[config.mk]
export PLATFORM = sky130hd
export DESIGN_NAME = hex_dump
export DESIGN_NICKNAME = d
export VERILOG_FILES = /design/src/hex_dump_pkg.sv /design/src/byte_stream_if.sv /design/src/byte_fifo.sv /design/src/hex_dump.sv /design/src/spi_flash_reader.sv /design/src/uart_hex_tx.sv
export SDC_FILE = /design/constraint.sdc
export NUM_CORES = 1
export LEC_CHECK = 0
export BUFFER_PORTS_ARGS = -buffer_cell sky130_fd_sc_hd__buf_4
export CORE_MARGIN = 3
export CORE_UTILIZATION = 65
export DETAILED_ROUTE_END_ITERATION = 7
export PLACE_DENSITY = 0.85
export SLEW_MARGIN = 20
export SYNTH_ARGS = -nofsm -noshare
export SYNTH_HDL_FRONTEND = slang
export SYNTH_SLANG_ARGS = --single-unit
[constraint.sdc]
create_clock -name clk -period 4.3 [get_ports clk]
set_clock_uncertainty 0.15 [all_clocks]
set_input_delay 0.86 -clock clk [delete_from_list [all_inputs] [get_ports clk]]
set_output_delay 0.86 -clock clk [all_outputs]
set_load 0.02 [all_outputs]
[src/hex_dump_pkg.sv]
package hex_dump_pkg;

   typedef logic [23:0] flash_addr_t;   // flash byte address
   typedef logic [15:0] byte_count_t;   // dump length in bytes
   typedef logic [7:0]  data_byte_t;    // data byte or ascii char

   localparam data_byte_t CMD_READ = 8'h03;   // serial flash read opcode

   typedef enum logic [2:0] {
      rd_idle,
      rd_command,
      rd_address,
      rd_data,
      rd_finish
   } reader_state_t;

   typedef enum logic [1:0] {
      tx_idle,
      tx_start_bit,
      tx_data_bits,
      tx_stop_bit
   } tx_state_t;

   // upper case ascii code of one hex digit
   function automatic data_byte_t hex_char(input logic [3:0] nibble);
      data_byte_t code;
      if (nibble < 4'd10) begin
         code = 8'h30 + {4'h0, nibble};   // '0'..'9'
      end else begin
         code = 8'h37 + {4'h0, nibble};   // 'A'..'F'
      end
      return code;
   endfunction

endpackage

[src/byte_stream_if.sv]
`timescale 1ns/1ns

interface byte_stream_if;

   logic                     valid;
   logic                     ready;
   hex_dump_pkg::data_byte_t data;
   logic                     last;   // final byte of a dump

   modport source (
      output valid, data, last,
      input  ready
   );

   modport sink (
      input  valid, data, last,
      output ready
   );

endinterface

[src/byte_fifo.sv]
`timescale 1ns/1ns

module byte_fifo #(
   parameter int FIFO_DEPTH = 8
) (
   input  logic          clk,
   input  logic          rst,
   byte_stream_if.sink   in,
   byte_stream_if.source out
);

   localparam int AW = $clog2(FIFO_DEPTH);

   hex_dump_pkg::data_byte_t data_mem [FIFO_DEPTH];
   logic                     last_mem [FIFO_DEPTH];
   logic [AW:0]              wr_ptr;   // extra bit tells full from empty
   logic [AW:0]              rd_ptr;
   logic                     full;
   logic                     empty;
   logic                     push;
   logic                     pop;

   assign empty = (wr_ptr == rd_ptr);
   assign full  = (wr_ptr[AW] != rd_ptr[AW]) && (wr_ptr[AW-1:0] == rd_ptr[AW-1:0]);
   assign push  = in.valid && !full;
   assign pop   = out.valid && out.ready;

   assign in.ready  = !full;
   assign out.valid = !empty;
   assign out.data  = data_mem[rd_ptr[AW-1:0]];   // head stays put until popped
   assign out.last  = last_mem[rd_ptr[AW-1:0]];

   always_ff @(posedge clk) begin
      if (rst) begin
         wr_ptr <= '0;
         rd_ptr <= '0;
      end else begin
         if (push) begin
            wr_ptr <= wr_ptr + 1'b1;
         end
         if (pop) begin
            rd_ptr <= rd_ptr + 1'b1;
         end
      end
   end

   always_ff @(posedge clk) begin
      if (push) begin
         data_mem[wr_ptr[AW-1:0]] <= in.data;
         last_mem[wr_ptr[AW-1:0]] <= in.last;
      end
   end

endmodule

[src/hex_dump.sv]
`timescale 1ns/1ns

module hex_dump #(
   parameter int SCK_HALF     = 2,
   parameter int FIFO_DEPTH   = 8,
   parameter int CLKS_PER_BIT = 16
) (
   input  logic                      clk,
   input  logic                      rst,
   input  logic                      start,
   input  hex_dump_pkg::flash_addr_t start_addr,
   input  hex_dump_pkg::byte_count_t byte_count,
   input  logic                      spi_miso,
   output logic                      uart_tx,
   output logic                      spi_sck,
   output logic                      spi_cs_n,
   output logic                      spi_mosi,
   output logic                      busy,
   output logic                      done
);

   logic busy_r;
   logic start_ok;

   byte_stream_if rd_to_fifo ();
   byte_stream_if fifo_to_tx ();

   // zero-length and overlapping requests are dropped
   assign start_ok = start && !busy && (byte_count != '0);
   assign busy     = busy_r && !done;   // low in the done cycle

   always_ff @(posedge clk) begin
      if (rst) begin
         busy_r <= 1'b0;
      end else if (start_ok) begin
         busy_r <= 1'b1;
      end else if (done) begin
         busy_r <= 1'b0;
      end
   end

   spi_flash_reader #(.SCK_HALF(SCK_HALF)) u_reader (
      .clk(clk), .rst(rst), .start(start_ok), .start_addr(start_addr),
      .byte_count(byte_count), .spi_sck(spi_sck), .spi_cs_n(spi_cs_n),
      .spi_mosi(spi_mosi), .spi_miso(spi_miso), .out(rd_to_fifo.source)
   );

   byte_fifo #(.FIFO_DEPTH(FIFO_DEPTH)) u_fifo (
      .clk(clk), .rst(rst), .in(rd_to_fifo.sink), .out(fifo_to_tx.source)
   );

   uart_hex_tx #(.CLKS_PER_BIT(CLKS_PER_BIT)) u_tx (
      .clk(clk), .rst(rst), .in(fifo_to_tx.sink), .uart_tx(uart_tx), .done(done)
   );

endmodule

[src/spi_flash_reader.sv]
`timescale 1ns/1ns

module spi_flash_reader #(
   parameter int SCK_HALF = 2
) (
   input  logic                      clk,
   input  logic                      rst,
   input  logic                      start,
   input  hex_dump_pkg::flash_addr_t start_addr,
   input  hex_dump_pkg::byte_count_t byte_count,
   output logic                      spi_sck,
   output logic                      spi_cs_n,
   output logic                      spi_mosi,
   input  logic                      spi_miso,
   byte_stream_if.source             out
);

   localparam int HW = (SCK_HALF > 1) ? $clog2(SCK_HALF) : 1;
   localparam logic [HW-1:0] HALF_MAX = HW'(SCK_HALF - 1);

   hex_dump_pkg::reader_state_t state;
   logic [HW-1:0]               half_cnt;
   logic [4:0]                  bit_cnt;    // sck cycles within phase
   logic [31:0]                 tx_sreg;    // opcode then address
   hex_dump_pkg::data_byte_t    rx_sreg;
   hex_dump_pkg::byte_count_t   bytes_left;
   logic                        shifting;
   logic                        sck_run;
   logic                        sck_tick;
   logic                        rise_tick;
   logic                        fall_tick;
   logic                        byte_done;

   assign shifting = (state == hex_dump_pkg::rd_command) ||
                     (state == hex_dump_pkg::rd_address) ||
                     (state == hex_dump_pkg::rd_data);

   // sck parks low while a byte waits for the fifo
   assign sck_run   = shifting && !(out.valid && !out.ready);
   assign sck_tick  = sck_run && (half_cnt == HALF_MAX);
   assign rise_tick = sck_tick && !spi_sck;
   assign fall_tick = sck_tick && spi_sck;
   assign byte_done = fall_tick && (state == hex_dump_pkg::rd_data) && (bit_cnt[2:0] == 3'd7);

   assign spi_mosi = tx_sreg[31];   // ones once the address is out

   always_ff @(posedge clk) begin
      if (rst) begin
         state      <= hex_dump_pkg::rd_idle;
         half_cnt   <= '0;
         bit_cnt    <= '0;
         tx_sreg    <= '1;
         bytes_left <= '0;
         spi_sck    <= 1'b0;
         spi_cs_n   <= 1'b1;
         out.valid  <= 1'b0;
         out.last   <= 1'b0;
      end else begin
         if (out.valid && out.ready) begin
            out.valid <= 1'b0;
         end
         if (sck_run) begin
            half_cnt <= sck_tick ? '0 : half_cnt + 1'b1;
         end
         if (sck_tick) begin
            spi_sck <= ~spi_sck;
         end
         if (fall_tick) begin
            bit_cnt <= bit_cnt + 1'b1;   // wraps to 0 entering data
            tx_sreg <= {tx_sreg[30:0], 1'b1};
         end
         if (byte_done) begin
            out.valid  <= 1'b1;
            out.last   <= (bytes_left == 16'd1);
            bytes_left <= bytes_left - 1'b1;
         end

         case (state)
            hex_dump_pkg::rd_idle: begin
               if (start) begin
                  tx_sreg    <= {hex_dump_pkg::CMD_READ, start_addr};
                  bytes_left <= byte_count;
                  half_cnt   <= '0;
                  bit_cnt    <= '0;
                  spi_cs_n   <= 1'b0;
                  state      <= hex_dump_pkg::rd_command;
               end
            end
            hex_dump_pkg::rd_command: begin
               if (fall_tick && bit_cnt == 5'd7) begin
                  state <= hex_dump_pkg::rd_address;
               end
            end
            hex_dump_pkg::rd_address: begin
               if (fall_tick && bit_cnt == 5'd31) begin
                  state <= hex_dump_pkg::rd_data;
               end
            end
            hex_dump_pkg::rd_data: begin
               if (byte_done && bytes_left == 16'd1) begin
                  state <= hex_dump_pkg::rd_finish;
               end
            end
            hex_dump_pkg::rd_finish: begin
               if (out.valid && out.ready) begin   // last byte taken
                  spi_cs_n <= 1'b1;
                  state    <= hex_dump_pkg::rd_idle;
               end
            end
            default: state <= hex_dump_pkg::rd_idle;
         endcase
      end
   end

   always_ff @(posedge clk) begin
      if (rise_tick && state == hex_dump_pkg::rd_data) begin
         rx_sreg <= {rx_sreg[6:0], spi_miso};   // msb first
      end
      if (byte_done) begin
         out.data <= rx_sreg;
      end
   end

endmodule

[src/uart_hex_tx.sv]
`timescale 1ns/1ns

module uart_hex_tx #(
   parameter int CLKS_PER_BIT = 16
) (
   input  logic        clk,
   input  logic        rst,
   byte_stream_if.sink in,
   output logic        uart_tx,
   output logic        done
);

   localparam int CW = (CLKS_PER_BIT > 1) ? $clog2(CLKS_PER_BIT) : 1;
   localparam logic [CW-1:0] BIT_MAX = CW'(CLKS_PER_BIT - 1);

   hex_dump_pkg::tx_state_t  state;
   logic [CW-1:0]            bit_clk;     // clocks within one bit
   logic [2:0]               bit_idx;
   logic                     low_nib;     // second char of the byte
   hex_dump_pkg::data_byte_t char_sreg;
   logic [3:0]               low_nibble;
   logic                     byte_last;
   logic                     bit_end;
   logic                     char_end;
   logic                     load;

   assign bit_end  = (bit_clk == BIT_MAX);
   assign char_end = (state == hex_dump_pkg::tx_stop_bit) && bit_end;

   // next byte may follow the stop bit directly
   assign load     = (state == hex_dump_pkg::tx_idle) || (char_end && low_nib);
   assign in.ready = load;

   always_comb begin
      case (state)
         hex_dump_pkg::tx_start_bit: uart_tx = 1'b0;
         hex_dump_pkg::tx_data_bits: uart_tx = char_sreg[0];   // lsb first
         default:                    uart_tx = 1'b1;
      endcase
   end

   always_ff @(posedge clk) begin
      if (rst) begin
         state   <= hex_dump_pkg::tx_idle;
         bit_clk <= '0;
         bit_idx <= '0;
         low_nib <= 1'b0;
         done    <= 1'b0;
      end else begin
         done <= 1'b0;
         if (state != hex_dump_pkg::tx_idle) begin
            bit_clk <= bit_end ? '0 : bit_clk + 1'b1;
         end
         case (state)
            hex_dump_pkg::tx_idle: begin
               if (in.valid) begin
                  bit_clk <= '0;
                  low_nib <= 1'b0;
                  state   <= hex_dump_pkg::tx_start_bit;
               end
            end
            hex_dump_pkg::tx_start_bit: begin
               if (bit_end) begin
                  bit_idx <= '0;
                  state   <= hex_dump_pkg::tx_data_bits;
               end
            end
            hex_dump_pkg::tx_data_bits: begin
               if (bit_end) begin
                  bit_idx <= bit_idx + 1'b1;
                  if (bit_idx == 3'd7) begin
                     state <= hex_dump_pkg::tx_stop_bit;
                  end
               end
            end
            hex_dump_pkg::tx_stop_bit: begin
               if (bit_end) begin
                  if (!low_nib) begin
                     low_nib <= 1'b1;
                     state   <= hex_dump_pkg::tx_start_bit;
                  end else begin
                     done    <= byte_last;   // end of dump
                     low_nib <= 1'b0;
                     state   <= in.valid ? hex_dump_pkg::tx_start_bit : hex_dump_pkg::tx_idle;
                  end
               end
            end
            default: state <= hex_dump_pkg::tx_idle;
         endcase
      end
   end

   always_ff @(posedge clk) begin
      if (load && in.valid) begin
         char_sreg  <= hex_dump_pkg::hex_char(in.data[7:4]);
         low_nibble <= in.data[3:0];
         byte_last  <= in.last;
      end else if (char_end && !low_nib) begin
         char_sreg <= hex_dump_pkg::hex_char(low_nibble);
      end else if (state == hex_dump_pkg::tx_data_bits && bit_end) begin
         char_sreg <= {1'b0, char_sreg[7:1]};
      end
   end

endmodule
## Word-level counts from Yosys, hierarchy flattened

Memory sizes are Yosys's and may differ from the RTL's. A register that Yosys moved wholly into a read port is not among the register bits.
Index checks and enable logic that the tools add are counted.

| operators by class | value |
|---|---|
| add/subtract/negate cells | 11 |
| magnitude comparators | 2 |
| equality and inequality tests | 26 |
| muxes and demuxes | 55 |
| bitwise logic cells | 4 |
| reduce and logical (&&, ||, !) cells | 47 |

Operators with widths:

| cell | number |
|---|---|
| 32-bit 2-to-1 mux | 3 |
| 16-bit 2-to-1 mux | 3 |
| 8-bit 2-to-1 mux | 5 |
| 6-bit by 4-bit adder with 7-bit output, first input constant | 4 |
| 3-bit 2-to-1 mux | 9 |
| 1-bit logical AND | 21 |
| 16-bit by 1-bit == test with 1-bit output, second input constant | 1 |
| 1-bit 2-to-1 mux | 16 |
| 4-bit 2-to-1 mux | 4 |
| 16-bit nonzero test | 1 |
| 16-bit by 1-bit subtractor with 16-bit output, second input constant | 1 |
| 5-bit 2-to-1 mux | 3 |
| 3-bit case mux with 5 select lines | 1 |
| 4-bit by 1-bit adder with 4-bit output, second input constant | 3 |
| 2-bit 2-to-1 mux | 6 |
| 2-bit nonzero test | 6 |
| 2-bit by 1-bit != test with 1-bit output, second input constant | 5 |
| 2-bit != test, second input constant | 5 |
| 5-bit AND reduction | 2 |
| 3-bit == test, second input constant | 3 |
| 3-bit AND reduction | 3 |
| 4-bit less-than comparator, second input constant | 2 |
| 2-bit case mux with 4 select lines | 1 |
| 1-bit zero test | 7 |
| other kinds (21) | 30 |

| word-level totals | value |
|---|---|
| flip-flop bits (word level) | 109 |
| RAM bits | 72 |
| memories kept | 2 |

Memory list:

| name | words | width | rd ports | clocked after memory_dff | write ports | RTL line | source |
|---|---|---|---|---|---|---|---|
| u_fifo.data_mem | 8 | 8 | 1 | 1 | 1 | byte_fifo.sv:14 | `hex_dump_pkg::data_byte_t data_mem [FIFO_DEPTH];` |
| u_fifo.last_mem | 8 | 1 | 1 | 1 | 1 | byte_fifo.sv:15 | `logic last_mem [FIFO_DEPTH];` |

## Depth between registers and ports, before layout

Gate-level depths: netlist (run 1).

| logic depth | value |
|---|---|
| word-level depth | 12 |
| mapped depth | 12 |

## By module

A second synthesis (run 1) with hierarchy kept.

| unflattened totals | value |
|---|---|
| cells, all modules | 731 |
| area, all modules | 8,221.6 sq um |

By module, submodules not included:

| module | instances | cells each | area an instance (sq um) | sequential area each (sq um) |
|---|---|---|---|---|
| byte_fifo | 1 | 190 | 3,450.8 | 2,382.3 |
| spi_flash_reader | 1 | 390 | 3,383.2 | 1,701.6 |
| uart_hex_tx | 1 | 140 | 1,298.7 | 580.6 |
| hex_dump | 1 | 11 | 88.8 | 20.0 |

## Worst setup path before layout (run 1)

No wires, ideal clock.

| timing | value |
|---|---|
| kind | register -> register |
| start | register u_fifo.wr_ptr[2] |
| end | register u_reader.bytes_left[2] |
| library setup time | 0.086 ns |
| arrival | 2.393 ns |
| path slack | 1.671 ns |
| cell stages (with the launch flop) | 13 |
| buffers on the path | 2 |
| cell sequence | dfxtp_1 buf_2 xnor2_1 and4_1 a211oi_1 ha_1 nand3_2 or2_1 buf_2 inv_2 nand2_1 xor2_1 a211oi_1 |

| between the ends | value |
|---|---|
| longest elaborated chain between the ends | 12 |

Ends and longest elaborated chain:

| what | RTL line | source |
|---|---|---|
| start, declared | byte_fifo.sv:16 | `logic [AW:0] wr_ptr;` |
| start signal, assigned | byte_fifo.sv:39 | `wr_ptr <= wr_ptr + 1'b1;` |
| 3-bit == test * | byte_fifo.sv:24 | `assign full = (wr_ptr[AW] != rd_ptr[AW]) && (wr_ptr[AW-1:0] == rd_ptr[AW-1:0]);` |
| 1-bit logical AND * | byte_fifo.sv:24 |  |
| 1-bit logical AND * | spi_flash_reader.sv:39 | `assign sck_run = shifting && !(out.valid && !out.ready);` |
| 1-bit zero test * | spi_flash_reader.sv:39 |  |
| 1-bit logical AND * | spi_flash_reader.sv:39 |  |
| 1-bit logical AND * | spi_flash_reader.sv:40 | `assign sck_tick = sck_run && (half_cnt == HALF_MAX);` |
| 1-bit logical AND * | spi_flash_reader.sv:42 | `assign fall_tick = sck_tick && spi_sck;` |
| 1-bit logical AND * (2 in series) | spi_flash_reader.sv:43 | `assign byte_done = fall_tick && (state == hex_dump_pkg::rd_data) && (bit_cnt[2:0] == 3'd7);` |
| via u_reader.byte_done | spi_flash_reader.sv:32 | `logic byte_done;` |
| 16-bit 2-to-1 mux * | spi_flash_reader.sv:72 | `if (byte_done) begin` |
| 16-bit 2-to-1 mux | spi_flash_reader.sv:80 | `if (start) begin` |
| 16-bit 2-to-1 mux * | spi_flash_reader.sv:78 | `case (state)` |
| end signal, assigned | spi_flash_reader.sv:75 | `bytes_left <= bytes_left - 1'b1;` |
| end signal, assigned | spi_flash_reader.sv:82 | `bytes_left <= byte_count;` |
| end, declared | spi_flash_reader.sv:26 | `hex_dump_pkg::byte_count_t bytes_left;` |

Mark *: on every way through the listed nets, which the timed path passes. The rest lies on a longest branch.
A chain may end at the register's enable or synchronous reset.

## Final worst setup path (run 1)

Ends and elaborated chain as after synthesis.

==> impl_metrics.py, run 1 <==
metrics = {
    "drt": {
        "wl_per_cell_um": 18.17,
        "drc_errors": 0,
        "viasPerCell": 6.127,
        "via_count": 5343,
        "dr.pass1.iters": 5,
        "ant_nets": 0,
        "first_iter_violations": 609,
        "routed_wl_um": 15840,
    },
    "floorplanning": {
        "num_io_pins": 50,
        "start_util_pct": 68.18,
        "dieArea_um2": 13650,
        "die_h_um": 116.8,
        "die_w_um": 116.8,
        "rows": 39,
        "core_region_area_um2": 11710,
    },
    "clock_network": {
        "cts.sinks": 184,
        "clk_pin_slew_ns": 0.06,
        "clock_latency_ns": 0.43,
        "holdBufCountCts": 0,
        "numCtsBuffers": 17,
        "clockBufferDepth": 2,
        "root_buffer": "clkbuf_16",
        "cts_tree": "yes",
        "h-tree-depth": 4,
        "ctsResizeCount": 0,
        "post_cts_buffers": 0,
    },
    "global_routing": {
        "grt_max_degree": 81,
        "antenna_found_initial": 0,
        "grtUsageTotal_pct": 24.96,
        "grt_pass1_vias": 5296,
        "grt_first_pass_wirelength_um": 25920,
        "overflow": 0,
    },
    "synth": {
        "netlist_instances": 680,
        "synth_cell_type_count": 60,
        "yosys-top-cells-area": "edfxtp_1, dfxtp_1, mux4_2",
        "yosysWarningCount": 0,
        "synth_area_leader_cell": "edfxtp_1",
        "synth_edf_count": 100,
        "yosys-top-cells-count": "edfxtp_1, dfxtp_1, nand2_1",
        "yosysMostFrequentCell": "edfxtp_1",
        "avgSynthCellArea_um2": 11.74,
        "ys.flop_type": "edfxtp_1",
        "synth-seq-cells": 184,
        "synth_fp_nets": 741,
        "syn_area_um2": 7985,
        "yosysSeqAreaShare_pct": 58.66,
        "synthArstFlopShare_pct": 0,
        "synth_top_area_share_pct": 37.61,
    },
    "sta": {
        "timing.slew.headroom_pct": 31.16,
        "rsz0062_at_grt": "false",
        "hold_viol": 0,
        "maxSlewViolCount": 0,
        "max_freq_mhz": 312.0,
        "worst_slew_pin_slew_ns": 1.027,
        "finalCriticalPeriod_ns": 3.205,
        "finalSetupTns_ns": 0,
        "setup_viol": 0,
        "period_share_pct": 74.54,
    },
    "layout": {
        "drive_above_1_share_pct": 17.70,
        "final_cells": 872,
        "n_fill_cell": 710,
        "area_delta_synth_final_pct": 12.83,
        "nets": 777,
        "antenna_cells": 0,
    },
    "critical_path": {
        "critical_path_required_ns": 4.47,
        "end_kind": "flop",
        "cpMostUsedCell": "a211oi_1",
        "crit_arrival_ns": 3.38,
        "critPathBufInv": 1,
        "critPathMaxFanout": 13,
        "reg2reg_slack_ns": 1.09,
        "critical_path_class": "flop to flop",
        "setup.worst_path.start_class": "flop",
        "cpLargestDelayFamily": "simple AND/OR/NAND/NOR gates",
        "worstPathCellList": "xnor2_1 -> and4_1 -> a211oi_1 -> ha_1 -> nand3_2 -> or2_1 -> inv_2 -> nand2_1 -> xor2_1 -> a211oi_1",
        "crit_path_max_incr_delay_ns": 0.59,
        "slowest_stage": "dfxtp_1",
    },
    "status": {
        "status": "complete, no violations",
    },
    "placement": {
        "gp_congestion": 0.7890,
        "dp_hpwl_um": 10180,
        "place_inst": 840,
        "numPortBuffers": 49,
    },
    "job": {
        "maxCapViolCount": 0,
    },
    "pwr": {
        "power_density_nw_per_um2": 449.9,
        "leakage_nw": 3.404,
        "vdd_ir_drop_max_v": 0.0002746,
    },
    "worst_hold_path": {
        "holdCritPathClass": "flop to flop",
    },
}
[report_power, final]
part | leakage [nW] | internal [W] | switching [W]
Combinational | 1.56 | 0.000263 | 0.000287
Clock | 0.261 | 0.000852 | 0.000634
Sequential | 1.59 | 0.00194 | 0.0000814
[worst reg2reg max path, stage by stage, from the launching register on]
cell and delay, ns:
dfxtp_1 0.59, xnor2_1 0.19, and4_1 0.27, a211oi_1 0.26, ha_1 0.30, nand3_2 0.17, or2_1 0.34, inv_2 0.27
nand2_1 0.12, xor2_1 0.16, a211oi_1 0.28
[cells by family (layout without fill, tap and decap cells)]
| kind of cell | count (synthesis) | after routing | synth area share [%] |
|---|---|---|---|
| compound gates | 105 | 105 | 8.806 |
| xor+xnor | 31 | 31 | 3.400 |
| mux | 37 | 37 | 7.615 |
| fa+ha+maj | 17 | 17 | 2.664 |
| simple gates | 260 | 260 | 16.48 |
| buf+inv | 46 | 95 | 2.366 |
| flops | 184 | 184 | 58.66 |
[flip-flops by register name (all words and copies together) (netlist names), 3 cells and up, named ones only]
name and count:
u_reader.rx_sreg 8, u_fifo.wr_ptr 4, u_tx.bit_idx 3, u_reader.tx_sreg 32, u_tx.bit_clk 4, u_tx.char_sreg 7
u_reader.state 3, u_fifo.rd_ptr 4, u_fifo.data_mem 64, u_reader.bytes_left 16, u_reader.out.data 8, u_reader.bit_cnt 5
u_tx.low_nibble 4, u_fifo.last_mem 8
[layout make-up]
type / count / area, um^2 / area share (%)
sequential: 184 / 4684 / 51.99
multi-input combinational: 450 / 3142 / 34.87
clock buffer: 20 / 436.7 / 4.847
timing repair buffer: 54 / 405.4 / 4.499
tap: 143 / 178.9 / 1.986
clock inverter: 12 / 128.9 / 1.430
inverter: 9 / 33.78 / 0.3749
[placed cells by master (no fill, tap or decap), drive strengths merged, types with 3 or more instances in the layout]
cell type,netlist,final
a211oi,20,20
a21oi,32,32
and2,5,5
and3,26,26
buf,13,54
clkbuf,24,20
clkinv,0,6
clkinvlp,0,4
dfxtp,84,84
edfxtp,100,100
ha,17,17
inv,9,9
mux2,7,7
mux2i,12,12
mux4,18,18
nand2,77,77
nand2b,4,4
nand3,11,11
nand4,8,8
nand4b,3,3
nor2,74,74
nor2b,3,3
nor3,13,13
nor3b,10,10
nor4,11,11
o21ai,10,10
o21bai,30,30
or2,3,3
or3,3,3
xnor2,18,18
xor2,13,13
[stage by stage]
step	area, um^2	utilization [%]	hold slack (ns)	power, W	worst slack, ns
after global routing	9010	76.93	0.2826	0.004207	0.8719
after global placement	8444	72.10	0.2513	0.002566	1.348
after CTS	9010	76.93	0.2725	0.004063	1.098
after floorplan	7985	-	0.2503	0.002460	1.671
after detailed placement	8444	72.10	0.2572	0.002596	1.183
final	9010	76.93	0.2734	0.004054	1.095
[final timing paths]
kind	from	cells after the start	endpoint
worst max-delay path	u_fifo.wr_ptr[2]$_SDFFE_PP0P_	10	u_reader.bytes_left[2]$_SDFF_PP0_
worst min-delay path	u_reader.rx_sreg[7]$_DFFE_PP_	0	u_reader.out.data[7]$_DFFE_PN_
worst max register to register	u_fifo.wr_ptr[2]$_SDFFE_PP0P_	10	u_reader.bytes_left[2]$_SDFF_PP0_
worst min register to register	u_reader.rx_sreg[7]$_DFFE_PP_	0	u_reader.out.data[7]$_DFFE_PN_
[routing by layer]
metal / vias up / share of wire [%] / global-route usage [%]
li1: 2553 / - / -
met1: 2590 / 42 / 33.02
met2: 172 / 50 / 40.05
met3: 28 / 5.8 / 6.170
met4: 0 / 2.0 / 10.09
met5: - / 0 / 0
Note: power is estimated with default switching activity, not from simulation.
==> inputs of run 2 (changes only) <==
--- a/config.mk
+++ b/config.mk
@@ -7,9 +7,9 @@
 export LEC_CHECK = 0
 export BUFFER_PORTS_ARGS = -buffer_cell sky130_fd_sc_hd__buf_4
 export CORE_MARGIN = 3
-export CORE_UTILIZATION = 65
+export CORE_UTILIZATION = 60
 export DETAILED_ROUTE_END_ITERATION = 7
-export PLACE_DENSITY = 0.85
+export PLACE_DENSITY = 0.79
 export SLEW_MARGIN = 20
 export SYNTH_ARGS = -nofsm -noshare
 export SYNTH_HDL_FRONTEND = slang
==> constraint.sdc (replaced) <==
create_clock -name clk -period 3.23 [get_ports clk]
set_clock_uncertainty 0.15 [all_clocks]
set_input_delay 0.646 -clock clk [delete_from_list [all_inputs] [get_ports clk]]
set_output_delay 0.646 -clock clk [all_outputs]
set_load 0.02 [all_outputs]
==> run 2 against run 1 <==
- die area is 7.9% higher
- clock-buffer cell count did not move
- sequential power increased by 33%
- global-route usage shrank 1.6 points
- total power grew 37%
- wire length grew 2.8%
- non-clock buffer count up 11
- design area rose by 1.7%
- first-iteration DRC count decreased by 37%
- worst setup slack lost 0.87 ns
- sequential share of layout area is 0.85 points lower
- critical endpoint is now u_reader.bytes_left[12]$_SDFF_PP0_
- largest cell class unchanged
==> impl_metrics.py, run 2 (synthesis results as in run 1) <==
metrics = {
    "clock_network": {
        "cts_tree": "yes",
        "clockBufferDepth": 2,
        "h-tree-depth": 4,
        "clk_pin_slew_ns": 0.07,
        "clock_latency_ns": 0.44,
        "post_cts_buffers": 0,
        "cts.sinks": 184,
        "root_buffer": "clkbuf_16",
        "numCtsBuffers": 17,
    },
    "global_routing": {
        "use_met1_pct": 30.07,
        "busiest_layer": "met2",
        "use_met2_pct": 38.86,
        "grt_pass1_vias": 5410,
        "grtUsageTotal_pct": 23.40,
        "antenna_found_initial": 0,
        "grtUsageMet3_pct": 4.009,
        "grt_first_pass_wirelength_um": 26630,
        "overflow": 0,
        "grt_max_degree": 81,
    },
    "layout": {
        "final_common_cell": "edfxtp_1",
        "area_delta_synth_final_pct": 14.81,
        "fin_util_pct": 71.48,
        "largest_reg_flops": 64,
        "antenna_cells": 0,
        "drive_above_1_share_pct": 19.19,
        "nets": 788,
        "finalInstanceArea_um2": 9168,
        "final_cell_mix": "edfxtp_1, dfxtp_1, nand2_1",
    },
    "floorplanning": {
        "die_h_um": 121.4,
        "core_region_area_um2": 12820,
        "num_io_pins": 50,
        "die_w_um": 121.4,
        "start_util_pct": 62.26,
        "rows": 41,
        "dieArea_um2": 14730,
    },
    "critical_path": {
        "critical_path_required_ns": 3.43,
        "setup.worst_path.start_class": "flop",
        "reg2reg_from": "u_fifo.wr_ptr[2]$_SDFFE_PP0P_",
        "critPathBufInv": 0,
        "cpLargestDelayFamily": "simple AND/OR/NAND/NOR gates",
        "end_kind": "flop",
        "critical_path_class": "flop to flop",
        "worst-r2r-cell-count": 9,
        "slowest_stage": "nor4_2",
        "r2r_end": "u_reader.bytes_left[12]$_SDFF_PP0_",
        "cpMostUsedCell": "a211oi_1",
        "crit_arrival_ns": 3.20,
        "worstPathCellList": "xnor2_1 -> and4_1 -> a211oi_1 -> ha_1 -> nand3_2 -> nor4_2 -> nand3_1 -> xor2_1 -> a211oi_1",
        "critPathMaxFanout": 10,
        "reg2reg_slack_ns": 0.23,
        "crit_path_max_incr_delay_ns": 0.54,
    },
    "sta": {
        "setup_viol": 0,
        "max_freq_mhz": 332.8,
        "finalCriticalPeriod_ns": 3.005,
        "worst_slew_pin_slew_ns": 0.7365,
        "hold_viol": 0,
        "finalSetupTns_ns": 0,
        "period_share_pct": 93.02,
        "timing.slew.headroom_pct": 50.90,
        "rsz0062_at_grt": "false",
        "maxSlewViolCount": 0,
    },
    "drt": {
        "ant_nets": 0,
        "via_count": 5402,
        "wl_per_cell_um": 17.86,
        "first_iter_violations": 384,
        "routed_wl_um": 16290,
        "drc_errors": 0,
        "viasPerCell": 5.923,
        "dr.pass1.iters": 5,
    },
    "pwr": {
        "leakage_nw": 3.499,
        "vdd_ir_drop_max_v": 0.0003851,
        "power_density_nw_per_um2": 605.1,
    },
    "placement": {
        "gp_congestion": 0.8071,
        "dp_hpwl_um": 10400,
        "numPortBuffers": 49,
        "place_area_um2": 8546,
    },
    "worst_hold_path": {
        "whs_path_depth": 1,
        "whs_endpoint": "u_reader.rx_sreg[0]$_DFFE_PP_",
        "hold_start": "spi_miso",
        "holdCritPathClass": "input port to flop",
    },
    "job": {
        "maxCapViolCount": 0,
    },
    "status": {
        "status": "complete, no violations",
    },
}
==> run 2: final cells by class <==
type / instances / area [um^2]
Inverter: 9 / 36.28
Clock inverter: 12 / 115.1
Clock buffer: 20 / 500.5
Multi-Input combinational cell: 450 / 3112
Fill cell: 869 / 3657
Sequential cell: 184 / 4688
Tap cell: 172 / 215.2
Timing Repair Buffer: 65 / 500.5
==> run 2: stage by stage <==
step | cells | hold slack, ns | total power (W) | setup slack [ns]
floorplan | 680 | 0.2503 | 0.003274 | 0.6012
global placement | 880 | 0.2684 | 0.003434 | 0.3931
detailed placement | 880 | 0.2620 | 0.003471 | 0.2459
CTS | 912 | 0.2198 | 0.005585 | 0.1267
global route | 912 | 0.2246 | 0.005778 | 0.06720
finish | 912 | 0.2365 | 0.005547 | 0.2253
==> run 2: layer usage <==
| layer | part of all wire, % | wire length, um | vias up |
|---|---|---|---|
| met4 | 3.1 | 507 | 0 |
| met5 | 0 | 0 | - |
| met1 | 41 | 6737 | 2632 |
| met3 | 4.7 | 762 | 40 |
| li1 | - | - | 2574 |
| met2 | 51 | 8281 | 156 |
==> run 2: how the worst max path moves through the flow <==
stage | startpoint | to | slack (ns) | cells after the start
after floorplan | u_fifo.wr_ptr[2]$_SDFFE_PP0P_ | u_reader.bytes_left[2]$_SDFF_PP0_ | 0.60 | 12
after global placement | u_fifo.wr_ptr[2]$_SDFFE_PP0P_ | u_reader.bytes_left[2]$_SDFF_PP0_ | 0.39 | 10
after detailed placement | u_fifo.wr_ptr[2]$_SDFFE_PP0P_ | u_reader.bytes_left[14]$_SDFF_PP0_ | 0.25 | 9
after CTS | u_fifo.wr_ptr[2]$_SDFFE_PP0P_ | u_reader.bytes_left[2]$_SDFF_PP0_ | 0.13 | 10
after global routing | u_fifo.wr_ptr[2]$_SDFFE_PP0P_ | u_reader.bytes_left[2]$_SDFF_PP0_ | 0.07 | 10
final | u_fifo.wr_ptr[2]$_SDFFE_PP0P_ | u_reader.bytes_left[12]$_SDFF_PP0_ | 0.23 | 9
==> run 2: worst reg2reg max path: cells and delay by family (launching register included) <==
kind | cells | cell delay (ns)
AO/OA/AOI/OAI | 2 | 0.52
XOR/XNOR | 2 | 0.34
adder cells (fa/ha/maj) | 1 | 0.31
flip-flops | 1 | 0.44
AND/OR/NAND/NOR | 4 | 1.17
==> run 2: timing repair <==
item / 4_1_cts / 5_1_grt
setup endpoints to repair: 0 / 4
hold buffers: 0 / 0
resized for setup: 0 / 4
==> run 2: power by group <==
group	leakage, nW	total [W]	internal, W	switching, W
registers	1.59	0.00268	0.00258	0.000100
clock network	0.300	0.00212	0.00116	0.000952
logic	1.61	0.000756	0.000366	0.000391
